`config.mk`:
```
export PLATFORM = sky130hd
export DESIGN_NAME = wb_arbiter
export DESIGN_NICKNAME = d
export VERILOG_FILES = /design/src/hw/simt_cfg_pkg.sv /design/src/hw/simt_pipe_pkg.sv /design/src/hw/wb_arbiter.sv
export SDC_FILE = /design/constraint.sdc
export NUM_CORES = 1
export LEC_CHECK = 0
export ABC_AREA = 1
export BUFFER_PORTS_ARGS = -buffer_cell sky130_fd_sc_hd__buf_2
export CORE_AREA = 3 3 165 167
export CTS_CLUSTER_DIAMETER = 80
export CTS_CLUSTER_SIZE = 16
export DETAILED_ROUTE_END_ITERATION = 10
export DIE_AREA = 0 0 168 170
export MAX_ROUTING_LAYER = met4
export SYNTH_ARGS = -nofsm -noshare
export SYNTH_HDL_FRONTEND = slang
export SYNTH_SLANG_ARGS = --single-unit
```
`constraint.sdc`:
```
create_clock -name clk -period 1.25 [get_ports clk]
set_input_delay 0.125 -clock clk [delete_from_list [all_inputs] [get_ports clk]]
set_output_delay 0.125 -clock clk [all_outputs]
set_load 0.01 [all_outputs]
```
`src/hw/simt_cfg_pkg.sv`:
```
package simt_cfg_pkg;

    parameter int NUM_THREADS = 4;   // threads per warp
    parameter int NUM_WARPS   = 4;
    parameter int NUM_REGS    = 32;  // registers per warp
    parameter int XLEN        = 32;

    // index widths follow the sizes above
    typedef logic [$clog2(NUM_WARPS)-1:0] wid_t;
    typedef logic [$clog2(NUM_REGS)-1:0]  reg_t;
    typedef logic [NUM_THREADS-1:0]       tmask_t;
    typedef logic [XLEN-1:0]              word_t;

endpackage

```
`src/hw/simt_pipe_pkg.sv`:
```
package simt_pipe_pkg;

    import simt_cfg_pkg::*;

    typedef enum logic [2:0] {
        ADD = 3'd0,
        SUB = 3'd1,
        AND = 3'd2,
        XOR = 3'd3,
        SLL = 3'd4,  // shift by rs2[4:0]
        LDI = 3'd5,  // imm plus thread index
        MUL = 3'd6   // goes to the multiplier
    } alu_op_e;

    typedef struct packed {
        wid_t    wid;
        tmask_t  tmask;
        alu_op_e op;
        reg_t    rd;
        reg_t    rs1;
        reg_t    rs2;
        word_t   imm;
    } issue_t;

    // issued instruction plus its source operands, one word per thread
    typedef struct packed {
        issue_t                  inst;
        word_t [NUM_THREADS-1:0] rs1_data;
        word_t [NUM_THREADS-1:0] rs2_data;
    } operand_t;

    typedef struct packed {
        wid_t                    wid;
        tmask_t                  tmask;
        reg_t                    rd;
        word_t [NUM_THREADS-1:0] data;
    } wb_t;

endpackage

```
`src/hw/wb_arbiter.sv`:
```
`timescale 1ns/10ps

module wb_arbiter #(
    parameter int NUM_REQS = 2
) (
    input  logic                                clk,
    input  logic                                rst_n,
    input  logic [NUM_REQS-1:0]                 req,
    input  simt_pipe_pkg::wb_t [NUM_REQS-1:0]   req_data,
    output logic [NUM_REQS-1:0]                 grant,
    output logic                                wb_valid,
    output simt_pipe_pkg::wb_t                  wb
);

    localparam int IDXW = (NUM_REQS > 1) ? $clog2(NUM_REQS) : 1;

    logic [IDXW-1:0] prio_q;   // requester with highest priority this cycle
    logic [IDXW-1:0] win_idx;
    logic            win_found;

    // first active request at or after the pointer, wrapping around
    always_comb begin
        win_found = 1'b0;
        win_idx   = prio_q;
        for (int k = 0; k < NUM_REQS; k++) begin
            if (!win_found && req[(int'(prio_q) + k) % NUM_REQS]) begin
                win_found = 1'b1;
                win_idx   = IDXW'((int'(prio_q) + k) % NUM_REQS);
            end
        end
    end

    always_comb begin
        grant          = '0;
        grant[win_idx] = win_found;
    end

    always_ff @(posedge clk) begin
        if (!rst_n) begin
            prio_q <= '0;
        end else if (win_found) begin
            prio_q <= (win_idx == IDXW'(NUM_REQS - 1)) ? '0 : win_idx + 1'b1;
        end
    end

    assign wb_valid = win_found;
    assign wb       = req_data[win_idx];

endmodule

```
==> results.md <==
- Walking the worst path, the cells encountered are nand2_4 > nand2_8 > buf_12 > buf_12 > clkbuf_16 > nand3_1 > nand2_1 > buf_2.
- The count of boundary I/O pins is ~420.
- Entering global routing, the biggest net connects 75 pins.
- In the synthesized netlist the dominant register cell turns out to be dfxtp_1.
- The total length of routed wires is roughly 22 mm.
- The final worst setup slack is -0.143 ns.
- The total power is 3.21 mW.
- STA classifies the critical path endpoint as an output pin.
- The total iterations of the first detailed-routing run is 4.
- The area of the die is between 0.02 and 0.03 mm2.
- After detailed placement, the total cell area comes to roughly 0.0045 mm2.
- The number of antenna violations at the first check in global routing is 1.
- The clock transition at the register clock pins on the worst setup and hold paths after CTS is 0 ns.
- Dividing the detail-routed via count by the number of cells gives roughly 4.
- The global-route usage over all layers is a little under an eighth.
- The slowest cell on the critical path is dfxtp_4.
- The clock latency of the later-clocked register in the worst-skew pair is 0 ns.
- The largest registers in the layout are prio_q (1).
- At the worst endpoint, the required time is 1.12 ns.
- The critical path is of the register to output pin type.
- The proportion of layout cells with a drive suffix above 1 is between 60% and 70%.
- The async set or reset register ratio after synthesis is 0%.
- During synthesis, Yosys emitted a total of 0 warnings.
- The final routed DRC violation total is 0.
- The number of nets handed over by synthesis was 758.
- By area the synthesized netlist is led by nand2_1 (48%), nand3_1 (32%), buf_4 (8.6%).
- The first routing iteration left 147 violations.
- The shortest clock period the worst path allows after layout is 1.39 ns.
- The cell repeated most along the worst path is buf_12.
- In this run, synthesis produced a sequential element count of 1.
- The number of placement rows is between 50 and 60.
- The growth of design area from synthesis to finish is 183%.
- The maximum clock rate is between 700 and 800 MHz.
- The largest register by flop count is prio_q.
- The arrival time of the worst setup path is 1.27 ns.
- The synthesized instance count is 476.
- The distinct cell type count after synthesis is 11.
- Headroom to the max-slew limit came out at 80.4%.
- The number of flip-flops in the largest register is 1.
- The library cell occupying the most area in the post-synthesis netlist is nand2_1.
- Detailed placement ended at an HPWL of 12.3 mm.
- The number of global-route vias before repair is 4520.
- In this run the static leakage power is 3.67 nW.
- The sort of element at the start of the critical path is a register.
- The worst vdd rail ir drop is 234 uV.
- The sequential share of the synthesized area is 0.919%.
- The final count of hold timing violations is 0.
- The initial utilization of the core area, before any placement, comes to under 10%.
- The worst-path maximum fanout is 6.
- The first global-routing pass estimated 25.0 mm of wire.
- The worst-case clock skew is 0 ns.
- The ratio of final minimum period to clock period is 111%.
- The max-slew violation total from the final report is 0.
- The transition time at the pin with the least slew margin is 0.294 ns.
- The total non-filler cell area in the finished layout is 0.00617 mm2.
- The power density of the placed cells is 519 mW/mm2.
- The core region is 0.0259 mm2.
- The final layout net count is approximately 1200.
- After global routing the overflow that remains totals 0.
- Setup repair after global routing could not meet its margin everywhere.
- Summed over all failing endpoints, the final setup total negative slack is -13.95 ns.
- The detail route stage leaves a number of antenna-violating nets equal to 0.
- The die width is about 170 um.
- For this block, the via count after detailed routing is approximately 5000.
- The largest single stage delay on the critical path is 0.34 ns.
- The final routed wire length divided by cell count is 18.2 um.
- Max-cap violations in this run came to 0.
- The final reports fail on setup timing.
- The cell area after technology mapping is 0.00218 mm2.
- The vertical die dimension is about 170 um.
- The routability-driven placement congestion ratio is 0.852.
- Once layout is complete, the utilization of the core stands at 23.8%.
- The number of synthesized flops with an enable pin is 0.
- The most frequent cell after synthesis is nand2_1.
- Setup violations remaining at the end of the flow were counted as between 100 and 150.
- The flow ran to the end, but the final reports show violations.
- The commonest cells after synthesis are nand2_1 (280), nand3_1 (139), buf_4 (25).
- The average cell area after synthesis is 4.58 um2.
- The proportion of netlist area held by the largest area contributor is around 48%.
- The worst hold-check path type is input port to register.
- Buffers placed on the I/O ports in this run total 423.
- The post-placement worst setup slack is -0.199 ns.
==> power by group <==
part,internal [mW],switching (mW)
combinational,1.52,1.65
sequential,0.0350,0.00412
clock,0.000000107,0
==> worst max-delay path: cells and delay by family (launching register included) <==
kind,cells,cell delay (ns)
buf+inv,4,0.60
flops,1,0.34
simple gates,4,0.33
==> cell usage in the layout, fill, tap and decap left out <==
cell,n
nand3_2,67
buf_12,10
inv_1,1
nand2_1,261
buf_2,404
buf_6,20
buf_16,17
clkbuf_16,19
nor2_1,2
nand2_8,3
nand2_4,2
nand3_1,64
dfxtp_4,1
o21ai_0,3
nand2_2,17
diode_2,1
inv_2,3
nand3_4,8
==> metal layers <==
metal	track usage, %	vias to the layer above	share of wire, %
li1	-	2402	-
met1	12.9	2291	38
met2	21.0	360	49
met3	1.77	44	8.4
met4	3.06	0	4.7
met5	-	-	0
==> logic make-up after synthesis <==
logic type / count (synthesis) / synth area share, %
and+or+nand+nor: 423 / 81.1
buffers and inverters: 49 / 17.3
AOI/OAI and AO/OA: 3 / 0.689
DFF: 1 / 0.919
==> layout make-up <==
| type | count | area (um2) |
|---|---|---|
| diodes | 1 | 2.50 |
| fillers | 2879 | 19700 |
| inverters | 4 | 15.0 |
| multi-input cells | 427 | 2320 |
| flip-flops and latches | 1 | 23.8 |
| well taps | 335 | 419 |
| repair buffers | 470 | 3390 |
==> path summary, 6_finish.rpt <==
| path | depth (start not counted) | end | from | slack [ns] |
|---|---|---|---|---|
| worst min register to register | 2 | prio_q | prio_q | 0.56 |
| worst max register to register | 2 | prio_q | prio_q | 0.58 |
| worst min-delay path | 3 | prio_q | rst_n | 0.38 |
| worst max-delay path | 8 | wb[72] | prio_q | -0.14 |
==> what timing repair did <==
action	in CTS	in global routing
cloned	12	21
gates resized for setup	31	123
hold buffers	0	0
setup endpoints to repair	139	140
pin swaps	15	48
setup buffers	9	2
==> metrics by stage <==
step                      hold WS (ns)  cells
final                            0.379   1238
after global placement           0.389   1196
after detailed placement         0.396   1196
after global routing             0.416   1238
after CTS                        0.391   1217
after floorplan                  0.261    476
(Power assumes the default switching activity.)
